## config.mk

```make
export PLATFORM = sky130hd
export DESIGN_NAME = rename_core
export DESIGN_NICKNAME = d
export VERILOG_FILES = /design/src/hw/rename_pkg.sv /design/src/hw/gl_alloc_if.sv /design/src/hw/rename_core.sv /design/src/hw/gl_commit.sv /design/src/hw/gl_slot.sv /design/src/hw/rename_map.sv /design/src/hw/free_list.sv
export VERILOG_INCLUDE_DIRS = /design/src /design/src/include
export SDC_FILE = /design/constraint.sdc
export NUM_CORES = 2
export LEC_CHECK = 0
export BUFFER_PORTS_ARGS = -buffer_cell sky130_fd_sc_hd__buf_2
export CORE_MARGIN = 4
export CORE_UTILIZATION = 32
export DETAILED_ROUTE_END_ITERATION = 8
export GPL_TIMING_DRIVEN = 0
export PLACE_DENSITY = 0.51
export SLEW_MARGIN = 0
export SYNTH_ARGS = -nofsm -noshare
export SYNTH_HDL_FRONTEND = slang
export SYNTH_SLANG_ARGS = --single-unit
```

## constraint.sdc

```tcl
create_clock -name clk_i -period 4.3 [get_ports clk_i]
set_input_delay 0.43 -clock clk_i [delete_from_list [all_inputs] [get_ports clk_i]]
set_output_delay 0.43 -clock clk_i [all_outputs]
set_load 0.02 [all_outputs]
```

## src/include/rename_defines.svh

```systemverilog
// Rename block sizes

`ifndef RENAME_DEFINES_SVH
`define RENAME_DEFINES_SVH

// Architectural and physical register counts
`define NUM_ARCH_REGS 32
`define NUM_PHYS_REGS 64

// Graduation list entries
`define GL_DEPTH 16

// Writeback ports into the graduation list
`define WB_PORTS 2

`endif
```

## src/hw/rename_pkg.sv

```systemverilog
// Rename block types

package rename_pkg;

    `include "rename_defines.svh"

    // Register numbers
    typedef logic [$clog2(`NUM_ARCH_REGS)-1:0] arch_reg_t;
    typedef logic [$clog2(`NUM_PHYS_REGS)-1:0] phys_reg_t;

    // Graduation list position
    typedef logic [$clog2(`GL_DEPTH)-1:0] gl_index_t;

    ////////////////////
    // Slot contents

    // we is set only when the instruction took a new physical register
    typedef struct packed {
        logic      busy;
        logic      done;
        arch_reg_t rd;
        phys_reg_t prd;
        phys_reg_t old_prd;
        logic      we;
    } gl_state_t;

endpackage

```

## src/hw/gl_alloc_if.sv

```systemverilog
// Graduation list allocation bus
`timescale 1ns/1ns

interface gl_alloc_if import rename_pkg::*; ();

    // One-cycle strobe, addressed by index
    logic      valid;
    gl_index_t index;

    // Instruction payload for the slot
    arch_reg_t rd;
    phys_reg_t prd;
    phys_reg_t old_prd;
    logic      we;

    // Rename map side
    modport source (
        output valid,
        output index,
        output rd,
        output prd,
        output old_prd,
        output we
    );

    // Every slot listens
    modport sink (
        input valid,
        input index,
        input rd,
        input prd,
        input old_prd,
        input we
    );

endinterface

```

## src/hw/rename_core.sv

```systemverilog
// Register rename and graduation list
`timescale 1ns/1ns
`include "rename_defines.svh"

module rename_core import rename_pkg::*; (
    input  logic                      clk_i,
    input  logic                      rstn_i,
    // Dispatch
    input  logic                      dispatch_valid_i,
    input  arch_reg_t                 dispatch_rs1_i,
    input  arch_reg_t                 dispatch_rs2_i,
    input  arch_reg_t                 dispatch_rd_i,
    input  logic                      dispatch_we_i,
    // Writeback
    input  logic      [`WB_PORTS-1:0] wb_valid_i,
    input  gl_index_t [`WB_PORTS-1:0] wb_gl_index_i,
    input  phys_reg_t [`WB_PORTS-1:0] wb_prd_i,
    // Rename results
    output logic                      rename_valid_o,
    output phys_reg_t                 rename_prs1_o,
    output phys_reg_t                 rename_prs2_o,
    output phys_reg_t                 rename_prd_o,
    output phys_reg_t                 rename_old_prd_o,
    output logic                      rename_rdy1_o,
    output logic                      rename_rdy2_o,
    output gl_index_t                 rename_gl_index_o,
    output logic                      full_o,
    // Commit
    output logic                      commit_valid_o,
    output arch_reg_t                 commit_rd_o,
    output phys_reg_t                 commit_prd_o,
    output gl_index_t                 commit_gl_index_o
);

    gl_alloc_if alloc_bus ();

    gl_state_t [`GL_DEPTH-1:0] slot_state;
    logic                      retire;
    gl_index_t                 head;
    logic                      free_valid;
    phys_reg_t                 free_reg;

    rename_map i_rename_map (
        .clk_i            (clk_i),
        .rstn_i           (rstn_i),
        .dispatch_valid_i (dispatch_valid_i),
        .rs1_i            (dispatch_rs1_i),
        .rs2_i            (dispatch_rs2_i),
        .rd_i             (dispatch_rd_i),
        .we_i             (dispatch_we_i),
        .wb_valid_i       (wb_valid_i),
        .wb_prd_i         (wb_prd_i),
        .retire_i         (retire),
        .free_valid_i     (free_valid),
        .free_reg_i       (free_reg),
        .alloc            (alloc_bus.source),
        .rename_valid_o   (rename_valid_o),
        .prs1_o           (rename_prs1_o),
        .prs2_o           (rename_prs2_o),
        .prd_o            (rename_prd_o),
        .old_prd_o        (rename_old_prd_o),
        .rdy1_o           (rename_rdy1_o),
        .rdy2_o           (rename_rdy2_o),
        .gl_index_o       (rename_gl_index_o),
        .full_o           (full_o)
    );

    ////////////////////
    // Graduation slots

    for (genvar g = 0; g < `GL_DEPTH; g++) begin : g_slot
        gl_slot #(
            .SLOT_INDEX (g)
        ) i_gl_slot (
            .clk_i         (clk_i),
            .rstn_i        (rstn_i),
            .alloc         (alloc_bus.sink),
            .wb_valid_i    (wb_valid_i),
            .wb_gl_index_i (wb_gl_index_i),
            .retire_i      (retire),
            .head_i        (head),
            .state_o       (slot_state[g])
        );
    end

    gl_commit i_gl_commit (
        .clk_i             (clk_i),
        .rstn_i            (rstn_i),
        .slots_i           (slot_state),
        .retire_o          (retire),
        .head_o            (head),
        .free_valid_o      (free_valid),
        .free_reg_o        (free_reg),
        .commit_valid_o    (commit_valid_o),
        .commit_rd_o       (commit_rd_o),
        .commit_prd_o      (commit_prd_o),
        .commit_gl_index_o (commit_gl_index_o)
    );

endmodule

```

## src/hw/gl_commit.sv

```systemverilog
// In-order graduation
`timescale 1ns/1ns
`include "rename_defines.svh"

module gl_commit import rename_pkg::*; (
    input  logic                      clk_i,
    input  logic                      rstn_i,
    input  gl_state_t [`GL_DEPTH-1:0] slots_i,
    // Back to the slots
    output logic                      retire_o,
    output gl_index_t                 head_o,
    // Back to the free list
    output logic                      free_valid_o,
    output phys_reg_t                 free_reg_o,
    // Commit report
    output logic                      commit_valid_o,
    output arch_reg_t                 commit_rd_o,
    output phys_reg_t                 commit_prd_o,
    output gl_index_t                 commit_gl_index_o
);

    gl_index_t head_q;
    gl_state_t head_slot;

    assign head_slot = slots_i[head_q];
    assign head_o    = head_q;

    // Oldest entry leaves once it has been written back
    assign retire_o = head_slot.busy & head_slot.done;

    // Only a renamed destination gives its previous register back
    assign free_valid_o = retire_o & head_slot.we;
    assign free_reg_o   = head_slot.old_prd;

    ////////////////////
    // Head pointer

    always_ff @(posedge clk_i, negedge rstn_i) begin
        if (!rstn_i) begin
            head_q <= '0;
        end else if (retire_o) begin
            head_q <= head_q + 1'b1;
        end
    end

    // Commit outputs, one cycle after retirement
    always_ff @(posedge clk_i, negedge rstn_i) begin
        if (!rstn_i) begin
            commit_valid_o <= 1'b0;
        end else begin
            commit_valid_o <= retire_o;
        end
    end

    always_ff @(posedge clk_i) begin
        if (retire_o) begin
            commit_rd_o       <= head_slot.rd;
            commit_prd_o      <= head_slot.prd;
            commit_gl_index_o <= head_q;
        end
    end

endmodule

```

## src/hw/gl_slot.sv

```systemverilog
// Graduation list entry
`timescale 1ns/1ns
`include "rename_defines.svh"

module gl_slot import rename_pkg::*; #(
    parameter int unsigned SLOT_INDEX = 0
) (
    input  logic                      clk_i,
    input  logic                      rstn_i,
    gl_alloc_if.sink                  alloc,
    input  logic      [`WB_PORTS-1:0] wb_valid_i,
    input  gl_index_t [`WB_PORTS-1:0] wb_gl_index_i,
    input  logic                      retire_i,
    input  gl_index_t                 head_i,
    output gl_state_t                 state_o
);

    localparam gl_index_t MY_INDEX = gl_index_t'(SLOT_INDEX);

    logic      busy_q;
    logic      done_q;
    arch_reg_t rd_q;
    phys_reg_t prd_q;
    phys_reg_t old_prd_q;
    logic      we_q;
    logic      alloc_hit;
    logic      wb_hit;
    logic      retire_hit;

    assign alloc_hit  = alloc.valid && (alloc.index == MY_INDEX);
    assign retire_hit = retire_i && (head_i == MY_INDEX);

    // Any port may complete this entry
    always_comb begin
        wb_hit = 1'b0;
        for (int p = 0; p < `WB_PORTS; p++) begin
            if (wb_valid_i[p] && (wb_gl_index_i[p] == MY_INDEX)) begin
                wb_hit = 1'b1;
            end
        end
    end

    ////////////////////
    // Entry state

    always_ff @(posedge clk_i, negedge rstn_i) begin
        if (!rstn_i) begin
            busy_q <= 1'b0;
            done_q <= 1'b0;
        end else begin
            if (alloc_hit) begin
                busy_q <= 1'b1;
                done_q <= 1'b0;
            end else begin
                if (retire_hit) begin
                    busy_q <= 1'b0;
                end
                if (wb_hit) begin
                    done_q <= 1'b1;
                end
            end
        end
    end

    always_ff @(posedge clk_i) begin
        if (alloc_hit) begin
            rd_q      <= alloc.rd;
            prd_q     <= alloc.prd;
            old_prd_q <= alloc.old_prd;
            we_q      <= alloc.we;
        end
    end

    assign state_o = '{busy: busy_q, done: done_q, rd: rd_q, prd: prd_q,
                       old_prd: old_prd_q, we: we_q};

endmodule

```

## src/hw/rename_map.sv

```systemverilog
// Rename map and graduation tail
`timescale 1ns/1ns
`include "rename_defines.svh"

module rename_map import rename_pkg::*; (
    input  logic                      clk_i,
    input  logic                      rstn_i,
    // Dispatch
    input  logic                      dispatch_valid_i,
    input  arch_reg_t                 rs1_i,
    input  arch_reg_t                 rs2_i,
    input  arch_reg_t                 rd_i,
    input  logic                      we_i,
    // Writeback
    input  logic      [`WB_PORTS-1:0] wb_valid_i,
    input  phys_reg_t [`WB_PORTS-1:0] wb_prd_i,
    // Retirement
    input  logic                      retire_i,
    input  logic                      free_valid_i,
    input  phys_reg_t                 free_reg_i,
    gl_alloc_if.source                alloc,
    // Rename results
    output logic                      rename_valid_o,
    output phys_reg_t                 prs1_o,
    output phys_reg_t                 prs2_o,
    output phys_reg_t                 prd_o,
    output phys_reg_t                 old_prd_o,
    output logic                      rdy1_o,
    output logic                      rdy2_o,
    output gl_index_t                 gl_index_o,
    output logic                      full_o
);

    localparam int unsigned CNT_W = $clog2(`GL_DEPTH) + 1;

    phys_reg_t                 map_q [`NUM_ARCH_REGS];
    logic [`NUM_PHYS_REGS-1:0] ready_q;
    gl_index_t                 tail_q;
    logic [CNT_W-1:0]          count_q;
    phys_reg_t                 fl_head;
    logic                      accept;
    logic                      alloc_dst;
    phys_reg_t                 prs1;
    phys_reg_t                 prs2;
    phys_reg_t                 old_prd;
    phys_reg_t                 new_prd;
    logic                      rdy1;
    logic                      rdy2;

    // Writeback on this edge for preg
    function automatic logic wb_snoop(input phys_reg_t preg);
        logic hit;
        hit = 1'b0;
        for (int p = 0; p < `WB_PORTS; p++) begin
            if (wb_valid_i[p] && (wb_prd_i[p] == preg)) begin
                hit = 1'b1;
            end
        end
        return hit;
    endfunction

    free_list i_free_list (
        .clk_i      (clk_i),
        .rstn_i     (rstn_i),
        .pop_i      (alloc_dst),
        .push_i     (free_valid_i),
        .push_reg_i (free_reg_i),
        .head_o     (fl_head)
    );

    assign full_o    = (count_q == CNT_W'(`GL_DEPTH));
    assign accept    = dispatch_valid_i & ~full_o;
    // x0 never gets a new register
    assign alloc_dst = accept & we_i & (rd_i != '0);

    assign prs1    = map_q[rs1_i];
    assign prs2    = map_q[rs2_i];
    assign old_prd = map_q[rd_i];
    assign new_prd = alloc_dst ? fl_head : old_prd;
    assign rdy1    = (rs1_i == '0) | ready_q[prs1] | wb_snoop(prs1);
    assign rdy2    = (rs2_i == '0) | ready_q[prs2] | wb_snoop(prs2);

    // Slot allocation goes out on the dispatch edge
    assign alloc.valid   = accept;
    assign alloc.index   = tail_q;
    assign alloc.rd      = rd_i;
    assign alloc.prd     = new_prd;
    assign alloc.old_prd = old_prd;
    assign alloc.we      = alloc_dst;

    ////////////////////
    // Map and ready table

    always_ff @(posedge clk_i, negedge rstn_i) begin
        if (!rstn_i) begin
            for (int i = 0; i < `NUM_ARCH_REGS; i++) begin
                map_q[i] <= phys_reg_t'(i);
            end
        end else if (alloc_dst) begin
            map_q[rd_i] <= fl_head;
        end
    end

    // Clearing the new register comes last and wins
    always_ff @(posedge clk_i, negedge rstn_i) begin
        if (!rstn_i) begin
            ready_q <= '1;
        end else begin
            for (int p = 0; p < `WB_PORTS; p++) begin
                if (wb_valid_i[p]) begin
                    ready_q[wb_prd_i[p]] <= 1'b1;
                end
            end
            if (alloc_dst) begin
                ready_q[fl_head] <= 1'b0;
            end
        end
    end

    ////////////////////
    // Tail and occupancy

    always_ff @(posedge clk_i, negedge rstn_i) begin
        if (!rstn_i) begin
            tail_q  <= '0;
            count_q <= '0;
        end else begin
            if (accept) begin
                tail_q <= tail_q + 1'b1;
            end
            if (accept && !retire_i) begin
                count_q <= count_q + 1'b1;
            end else if (!accept && retire_i) begin
                count_q <= count_q - 1'b1;
            end
        end
    end

    // Registered rename results
    always_ff @(posedge clk_i, negedge rstn_i) begin
        if (!rstn_i) begin
            rename_valid_o <= 1'b0;
        end else begin
            rename_valid_o <= accept;
        end
    end

    always_ff @(posedge clk_i) begin
        if (accept) begin
            prs1_o     <= prs1;
            prs2_o     <= prs2;
            prd_o      <= new_prd;
            old_prd_o  <= old_prd;
            rdy1_o     <= rdy1;
            rdy2_o     <= rdy2;
            gl_index_o <= tail_q;
        end
    end

endmodule

```

## src/hw/free_list.sv

```systemverilog
// Physical register free list
`timescale 1ns/1ns
`include "rename_defines.svh"

module free_list import rename_pkg::*; (
    input  logic      clk_i,
    input  logic      rstn_i,
    input  logic      pop_i,
    input  logic      push_i,
    input  phys_reg_t push_reg_i,
    output phys_reg_t head_o
);

    localparam int unsigned FL_DEPTH = `NUM_PHYS_REGS - `NUM_ARCH_REGS;
    localparam int unsigned PTR_W    = $clog2(FL_DEPTH);

    phys_reg_t        entries_q [FL_DEPTH];
    logic [PTR_W-1:0] head_q;
    logic [PTR_W-1:0] tail_q;

    // Wrap explicitly so a depth that is not a power of two also works
    function automatic logic [PTR_W-1:0] next_ptr(input logic [PTR_W-1:0] ptr);
        logic [PTR_W-1:0] nxt;
        if (ptr == PTR_W'(FL_DEPTH - 1)) begin
            nxt = '0;
        end else begin
            nxt = ptr + 1'b1;
        end
        return nxt;
    endfunction

    // Next register handed out at rename
    assign head_o = entries_q[head_q];

    ////////////////////
    // Queue storage

    // Starts full with the registers above the architectural ones
    always_ff @(posedge clk_i, negedge rstn_i) begin
        if (!rstn_i) begin
            for (int i = 0; i < FL_DEPTH; i++) begin
                entries_q[i] <= phys_reg_t'(`NUM_ARCH_REGS + i);
            end
        end else if (push_i) begin
            entries_q[tail_q] <= push_reg_i;
        end
    end

    // Full at reset, so tail sits on head
    always_ff @(posedge clk_i, negedge rstn_i) begin
        if (!rstn_i) begin
            head_q <= '0;
            tail_q <= '0;
        end else begin
            if (pop_i) begin
                head_q <= next_ptr(head_q);
            end
            if (push_i) begin
                tail_q <= next_ptr(tail_q);
            end
        end
    end

endmodule

```

* After elaboration in Yosys (flattened, before gate mapping)
Cells that the tools add are included.
** Word-level totals
- Bits in registers :: 838
- Output and inout bits :: 48
- Word-level logic and storage cells :: 541
** Cells by class
- $add $sub $neg :: 6
- Order comparisons :: 16
- Eq/ne operators :: 67
- Mux-type cells :: 138
- Bitwise gates (word level) :: 19
- Reduce and logical (&&, ||, !) cells :: 117
** Operators with widths (count)
- 192-bit bitwise mux :: 2
- 64-bit 2-to-1 mux :: 3
- 4-bit equality test (second input constant) :: 32
- 64-bit bitwise OR :: 2
- 6-bit binary-select mux with 5-bit select :: 4
- 1-bit 2-to-1 mux :: 105
- 20-bit binary-select mux with 4-bit select :: 1
- 1-bit logical AND :: 75
- 6-bit 2-to-1 mux :: 11
- 2-bit nonzero test :: 33
- 64-bit bitwise AND :: 1
- 4-bit by 3-bit equality test with 1-bit output (second input constant) :: 16
- 64-bit inverter :: 1
- 6-bit demux with 5-bit select :: 2
- 6-bit by 7-bit < comparator with 1-bit output (second input constant) :: 5
- 4-bit by 2-bit equality test with 1-bit output (second input constant) :: 8
- 6-bit >= comparator (second input constant) :: 5
- 5-bit inverter with 6-bit output :: 5
- 6-bit equality test :: 4
- 20-bit 2-to-1 mux :: 1
- 5-bit 2-to-1 mux :: 4
- 1-bit demux with 6-bit select :: 3
- 6-bit by 1-bit >= comparator with 1-bit output (second input constant) :: 3
- 4-bit by 1-bit equality test with 1-bit output (second input constant) :: 4
- 14 further kinds :: 33

* Longest topological paths before layout
- Depth after elaboration :: 11
- Gate-level depth with buffers :: 16
- Gate-level depth less buffers :: 14

* Hierarchy
A second synthesis with hierarchy kept.
** Second synthesis, totals
- Cell total of the unflattened synthesis :: 2861
- Area, all modules :: 42271.8 um^2
** Modules (own cells, without submodules)
- rename_map :: instances 1, cells an instance 1486, area an instance 18619.1 um^2, sequential area each 7737.4 um^2
- free_list :: instances 1, cells an instance 660, area an instance 9586.7 um^2, sequential area each 5195.0 um^2
- gl_commit :: instances 1, cells an instance 173, area an instance 3138.0 um^2, sequential area each 575.6 um^2
- gl_slot at g_slot[10].i_gl_slot ... :: instances 4, cells an instance 34, area an instance 685.7 um^2, sequential area each 590.6 um^2
- gl_slot at g_slot[1].i_gl_slot ... :: instances 2, cells an instance 34, area an instance 695.7 um^2, sequential area each 590.6 um^2
- gl_slot at g_slot[11].i_gl_slot ... :: instances 2, cells an instance 33, area an instance 683.2 um^2, sequential area each 590.6 um^2
- gl_slot at g_slot[4].i_gl_slot ... :: instances 2, cells an instance 34, area an instance 680.7 um^2, sequential area each 590.6 um^2
- gl_slot at g_slot[0].i_gl_slot ... :: instances 2, cells an instance 34, area an instance 674.4 um^2, sequential area each 590.6 um^2
- gl_slot at g_slot[13].i_gl_slot ... :: instances 2, cells an instance 34, area an instance 673.1 um^2, sequential area each 590.6 um^2
- gl_slot at g_slot[15].i_gl_slot :: instances 1, cells an instance 35, area an instance 686.9 um^2, sequential area each 590.6 um^2
- gl_slot at g_slot[3].i_gl_slot :: instances 1, cells an instance 33, area an instance 684.4 um^2, sequential area each 590.6 um^2

* Worst setup path after synthesis
OpenSTA, ideal clock, no wires.
- Kind :: flip-flop to flip-flop
- From :: reg i_rename_map.count_q[0]
- To :: reg g_slot[3].i_gl_slot.old_prd_q[0] (enable)
- Arrival :: 3851 ps
- Required time :: 3881 ps
- Path slack :: 30 ps
- Stages on the path, launching flop included :: 7
- Path buffers :: 1
- Period minus slack after synthesis :: 4270 ps
- Cells stage by stage :: dfrtp_1 > nor4_1 > and2_1 > nor2b_1 > clkbuf_1 > nand2_1 > nor3_1
** On the way
- Word-level cells in the longest chain between the ends :: 4
** RTL lines
- start, declared :: RTL line rename_map.sv:39 : logic [CNT_W-1:0] count_q;
- start signal, assigned :: RTL line rename_map.sv:132 : count_q <= count_q + 1'b1;
- start signal, assigned :: RTL line rename_map.sv:134 : count_q <= count_q - 1'b1;
- 5-bit equality test :: RTL line rename_map.sv:71 : assign full_o = (count_q == CNT_W'(`GL_DEPTH));
- net full_o :: RTL line rename_core.sv:27 : output logic full_o,
- 1-bit inverter :: RTL line rename_map.sv:72 : assign accept = dispatch_valid_i & ~full_o;
- 1-bit bitwise AND :: RTL line rename_map.sv:72
- net alloc_bus.valid :: RTL line gl_alloc_if.sv:7 : logic valid;
- 1-bit logical AND :: RTL line gl_slot.sv:30 : assign alloc_hit = alloc.valid && (alloc.index == MY_INDEX);
- net g_slot[3].i_gl_slot.alloc_hit :: RTL line gl_slot.sv:26 : logic alloc_hit;
- end signal, assigned :: RTL line gl_slot.sv:69 : old_prd_q <= alloc.old_prd;
- end, declared :: RTL line gl_slot.sv:24 : phys_reg_t old_prd_q;
The timed path passes the listed nets, and every way through them passes these cells.
A chain may end at the register's enable or synchronous reset.

* Final worst setup path
- From :: reg i_rename_map.i_free_list.head_q[1]
- To :: reg i_rename_map.ready_q[14]
** On the way
- Word-level cells in the longest chain between the ends :: 11
** RTL lines
- start, declared :: RTL line free_list.sv:18 : logic [PTR_W-1:0] head_q;
- start signal, assigned :: RTL line free_list.sv:56 : head_q <= next_ptr(head_q);
- 5-bit inverter with 6-bit output (not written as such) * :: RTL line free_list.sv:33 : assign head_o = entries_q[head_q];
- 6-bit binary-select mux with 5-bit select * :: RTL line free_list.sv:33
- 6-bit 2-to-1 mux (not written as such) * (2 in series) :: RTL line free_list.sv:33
- 6-bit by 7-bit < comparator with 1-bit output (not written as such) or 6-bit by 1-bit >= comparator with 1-bit output (tied branches) :: RTL line rename_map.sv:115 : ready_q[fl_head] <= 1'b0;
- 1-bit logical AND (not written as such) :: RTL line rename_map.sv:115
- 1-bit 2-to-1 mux (not written as such) :: RTL line rename_map.sv:115
- 1-bit demux with 6-bit select *
- 64-bit inverter (no line) *
- 64-bit bitwise AND (no line) *
- 64-bit 2-to-1 mux * :: RTL line rename_map.sv:114 : if (alloc_dst) begin
- end signal, assigned :: RTL line rename_map.sv:107 : ready_q <= '1;
- end signal, assigned by index :: RTL line rename_map.sv:111 : ready_q[wb_prd_i[p]] <= 1'b1;
- end signal, assigned by index :: RTL line rename_map.sv:115
- end, declared :: RTL line rename_map.sv:37 : logic [`NUM_PHYS_REGS-1:0] ready_q;
Mark *: on every way between the ends. The rest lies on a longest branch, timed or not. The select of a mux whose other input is x is not followed.

==> results.txt <==
----------------------------------------------------
[Logic synthesis]
  Sequential cell area fraction in the yosys report ... 56.7%
  Ys Warns ... 0
  Number of synthesized flops with an enable pin ... 333
  Netlist cell types ... 66
  Mapped Nets ... 2988
  Asr flop ratio synth ... 60.3%
  Synth Area per Inst ... 13.8 um^2
  Top FF cell, synth ... edfxtp_1
  Synthesized cell area ... 40500 um^2
  Number of flip-flops and latches in the synthesized netlist ... 838
  Post-Syn Instances ... 2927

[Worst setup path]
  Stage delay of the slowest cell on the critical path ... 0.56 ns
  Cells along the critical path ... clkbuf_2 -> clkdlybuf4s15_2 -> mux4_2 -> mux4_2 -> mux2i_2 -> buf_2 -> nand2_1 -> o22a_1
  Crit path from ... i_rename_map.i_free_list.head_q[1]
  CP bufs+invs ... 3
  Worst-case reg-to-reg path depth ... 8
  Capture instance of the worst register-to-register path ... i_rename_map.ready_q[14]
  Cell type group with the largest total delay on the critical path ... buffers and inverters
  Total stage count of the critical path ... 8
  Top cell by count, worst path ... mux4_2
  Required time reported for the critical path endpoint ... 4.90 ns
  Worst Setup End Kind ... flip-flop
  Arrival time reported for the critical path endpoint ... 4.77 ns
  Launching element type of the critical path ... flip-flop
  Worst setup path end ... i_rename_map.ready_q[14]
  Maximum net fanout on the critical path ... 10
  CP max-delay cell ... dfrtp_1
  Reg-to-reg critical path startpoint ... i_rename_map.i_free_list.head_q[1]
  Setup slack, reg-to-reg ... 0.13 ns
  Kind of critical path ... flip-flop to flip-flop

[STA]
  Worst hold margin ... 0.116 ns
  Worst slew margin relative to its limit ... 11.7%
  Tightest Pin Transition ... 1.32 ns
  Setup Total Neg Slack ... 0 ns
  Final clock period utilization by the worst path ... 97.0%
  Pins over their slew limit ... 0
  Skew final ... 0.0517 ns
  Minimum setup slack in the final design ... 0.130 ns
  Final critical-path required period ... 4.17 ns
  Setup violation total in the final timing report ... 0
  Max Clk Rate ... 0.240 GHz
  Number of hold violations in the final report ... 0

[Placement]
  # placed instances ... 4680
  Final Wtd Congestion ... 0.909
  Area post-placement ... 43600 um^2
  Number of buffers added on ports ... 73
  Setup slack after placement ... -1.33 ns
  HPWL after detailed placement ... 93600 um

[Global routing]
  Number of antenna violations at the first check in global routing ... 15
  Tot GR Track Use ... 20.2%
  Pin count of the biggest net entering global routing ... 113
  Gr ovfl total ... 0
  Number of global-route vias before repair ... 27155
  First-pass GRT wire length ... 196000 um

[Final layout]
  Non-filler cells in the finished layout ... 4870
  Finished layout cell area ... 47100 um^2
  Layout net count ... 3192
  Share of layout cells above drive strength 1 ... 33.2%
  Area Growth Syn to Fin ... 16.4%
  Post-Route Utilization ... 37.5%
  Fill cell instance count of the final layout ... 11987

[Clock tree]
  Maximum clock path buffer count ... 3
  Number of buffers added by the clock tree synthesis step ... 94
  Clock tree sinks ... 838
  Worst-Skew Late Latency ... 0.70 ns
  Deepest level of the CTS H-tree ... 3
  Register clock-pin slew on the reported worst setup and hold paths ... 0.06 ns
  TritonCTS clock tree ... done
  Cell chosen for the clock root ... clkbuf_16

[Detailed routing]
  Wire length after detailed routing ... 135000 um
  Via count ... 27361
  Via density per instance ... 5.62
  Initial DRC count ... 3005
  Detailed-router iteration count before antenna repair ... 5
  Post-detailed-route count of antenna-violating nets ... 0
  Drc violations ... 0
  WL per Instance ... 27.6 um

[Pwr]
  Highest ir drop seen on vdd ... 0.000420 V
  Cell leakage power ... 17.5 nW
  Pwr Density ... 644 nW/um^2
  Total power ... 30.4 mW

[Min path]
  HP Class ... primary input to flip-flop
  Count of cells along the worst hold path ... 1

[Floorplanning]
  Number of primary I/O pins ... 89
  Die Y-Extent ... 364 um
  Die Wd ... 364 um
  Standard-cell rows ... 130
  Initial core utilization ... 32.2%
  Core footprint ... 126000 um^2
  Area of the die ... 132000 um^2

[Job]
  Max-Cap Viols ... 0

[Outcome]
  Run status ... finished clean

----------------------------------------------------
## cell usage in the layout, fill, tap and decap left out, types with 11 or more instances in the layout
cell type,count
a21oi_1,206
a22oi_1,48
buf_1,18
buf_2,114
buf_4,15
buf_6,11
clkbuf_1,150
clkbuf_16,97
dfrtp_1,249
dfstp_2,256
edfxtp_1,333
ha_1,19
inv_1,33
mux2_1,48
mux2_2,151
mux2i_1,165
mux4_2,255
nand2_1,87
nand2b_1,29
nand3_1,49
nand3b_1,18
nor2_1,301
nor2_2,12
nor2_4,25
nor2b_1,23
nor3_1,23
o21ai_0,49
o22a_1,59
o22ai_1,91
xnor2_1,24
## cells by family (layout without fill, tap and decap cells)
kind of cell,count (synthesis),after routing,synth area share (%)
flops,838,838,56.7
simple gates,639,639,7.13
mux,627,627,24.1
compound gates,523,523,8.09
buf+inv,247,532,2.54
xor+xnor,33,33,0.714
fa+ha+maj,20,20,0.637
other cells,0,8,0
## Yosys cell counts, types with 4 or more instances
| library cell | number | area (um^2) |
|---|---|---|
| edfxtp_1 | 333 | 10000 |
| dfstp_2 | 256 | 6730 |
| mux2i_1 | 166 | 1660 |
| nor4_1 | 5 | 31.3 |
| a22oi_1 | 48 | 360 |
| o22a_1 | 59 | 517 |
| a211oi_1 | 9 | 67.6 |
| clkbuf_1 | 132 | 495 |
| inv_1 | 33 | 124 |
| ha_1 | 19 | 238 |
| nand2_1 | 93 | 349 |
| nand4_1 | 10 | 62.6 |
| inv_2 | 4 | 15.0 |
| xnor2_1 | 24 | 210 |
| mux4_2 | 255 | 5740 |
| mux2_1 | 48 | 541 |
| o211ai_1 | 5 | 37.5 |
| o31ai_1 | 6 | 45.0 |
| nor3_1 | 27 | 135 |
| or2_2 | 5 | 31.3 |
| and3_1 | 5 | 31.3 |
| and2_1 | 11 | 68.8 |
| mux2i_2 | 4 | 55.1 |
| a221oi_1 | 7 | 61.3 |
| o21ai_0 | 49 | 245 |
| buf_4 | 9 | 67.6 |
| or3_1 | 6 | 37.5 |
| buf_1 | 26 | 97.6 |
| mux2_2 | 151 | 1700 |
| dfrtp_1 | 249 | 6230 |
| o22ai_1 | 91 | 569 |
| nand3_1 | 50 | 250 |
| nor2b_1 | 23 | 144 |
| a21oi_1 | 211 | 1060 |
| nor2_1 | 337 | 1260 |
| nand3b_1 | 18 | 135 |
| buf_2 | 40 | 200 |
| nand4b_1 | 5 | 43.8 |
| xor2_1 | 9 | 78.8 |
| nand2b_1 | 29 | 181 |
| o2111ai_1 | 6 | 52.6 |
| a21o_1 | 7 | 52.6 |
| or3b_2 | 8 | 70.1 |
## report_power, final
part           switching (mW)  internal (mW)  leakage [nW]
logic                    5.93           3.96          7.03
clock network            3.51           4.94          1.55
registers                1.30           10.7          8.92
total                    10.7           19.6          17.5
## state kept, by name (all words and copies together), names as in the netlist, 5 cells and up
register,count
i_rename_map.count_q,5
i_gl_commit.commit_rd_o,5
i_rename_map.old_prd_o,6
i_rename_map.ready_q,64
i_rename_map.i_free_list.tail_q,5
i_rename_map.map_q,192
g_slot.i_gl_slot.busy_q,16
i_rename_map.prd_o,6
i_rename_map.prs2_o,6
g_slot.i_gl_slot.rd_q,80
i_rename_map.prs1_o,6
g_slot.i_gl_slot.done_q,16
g_slot.i_gl_slot.we_q,16
g_slot.i_gl_slot.prd_q,96
i_rename_map.i_free_list.entries_q,192
i_gl_commit.commit_prd_o,6
g_slot.i_gl_slot.old_prd_q,96
i_rename_map.i_free_list.head_q,5
## per-layer routing
| layer | global-route usage [%] | vias up | routed length [um] |
|---|---|---|---|
| met5 | 0 | - | 13 |
| met4 | 5.24 | 2 | 3540 |
| met3 | 4.23 | 251 | 10000 |
| met2 | 30.6 | 1092 | 59900 |
| met1 | 29.7 | 14389 | 61100 |
| li1 | - | 11627 | - |
## final cells by class
class | count | area, um^2 | area share [%]
buffer | 208 | 916 | 1.94
clock inverter | 47 | 604 | 1.28
multi-input combinational | 1842 | 16800 | 35.7
tap | 1650 | 2060 | 4.38
sequential | 838 | 23000 | 48.7
antenna | 8 | 20.0 | 0.0425
inverter | 38 | 145 | 0.308
timing repair buffer | 109 | 952 | 2.02
clock buffer | 130 | 2640 | 5.61
## how the worst min path moves through the flow
stage / start / end / slack [ns]
2_1_floorplan: rstn_i / g_slot[0].i_gl_slot.busy_q / 0.13
3_3_place_gp: i_rename_map.count_q[4] / i_rename_map.count_q[4] / 0.45
3_5_place_dp: rstn_i / i_gl_commit.head_o[0] / 0.26
4_1_cts: dispatch_rd_i[4] / g_slot[1].i_gl_slot.rd_q[4] / 0.07
5_1_grt: dispatch_rd_i[4] / g_slot[1].i_gl_slot.rd_q[4] / 0.1
6_report: dispatch_rd_i[4] / g_slot[10].i_gl_slot.rd_q[4] / 0.12
## what timing repair did
action,4_1_cts,5_1_grt
endpoints found under the hold margin,143,0
endpoints found under the setup margin,418,282
buffers inserted,0,5
gates resized for setup,18,56
pin swaps,0,1
hold buffers,1,0
No activity file was read; power rests on OpenSTA's default activity.
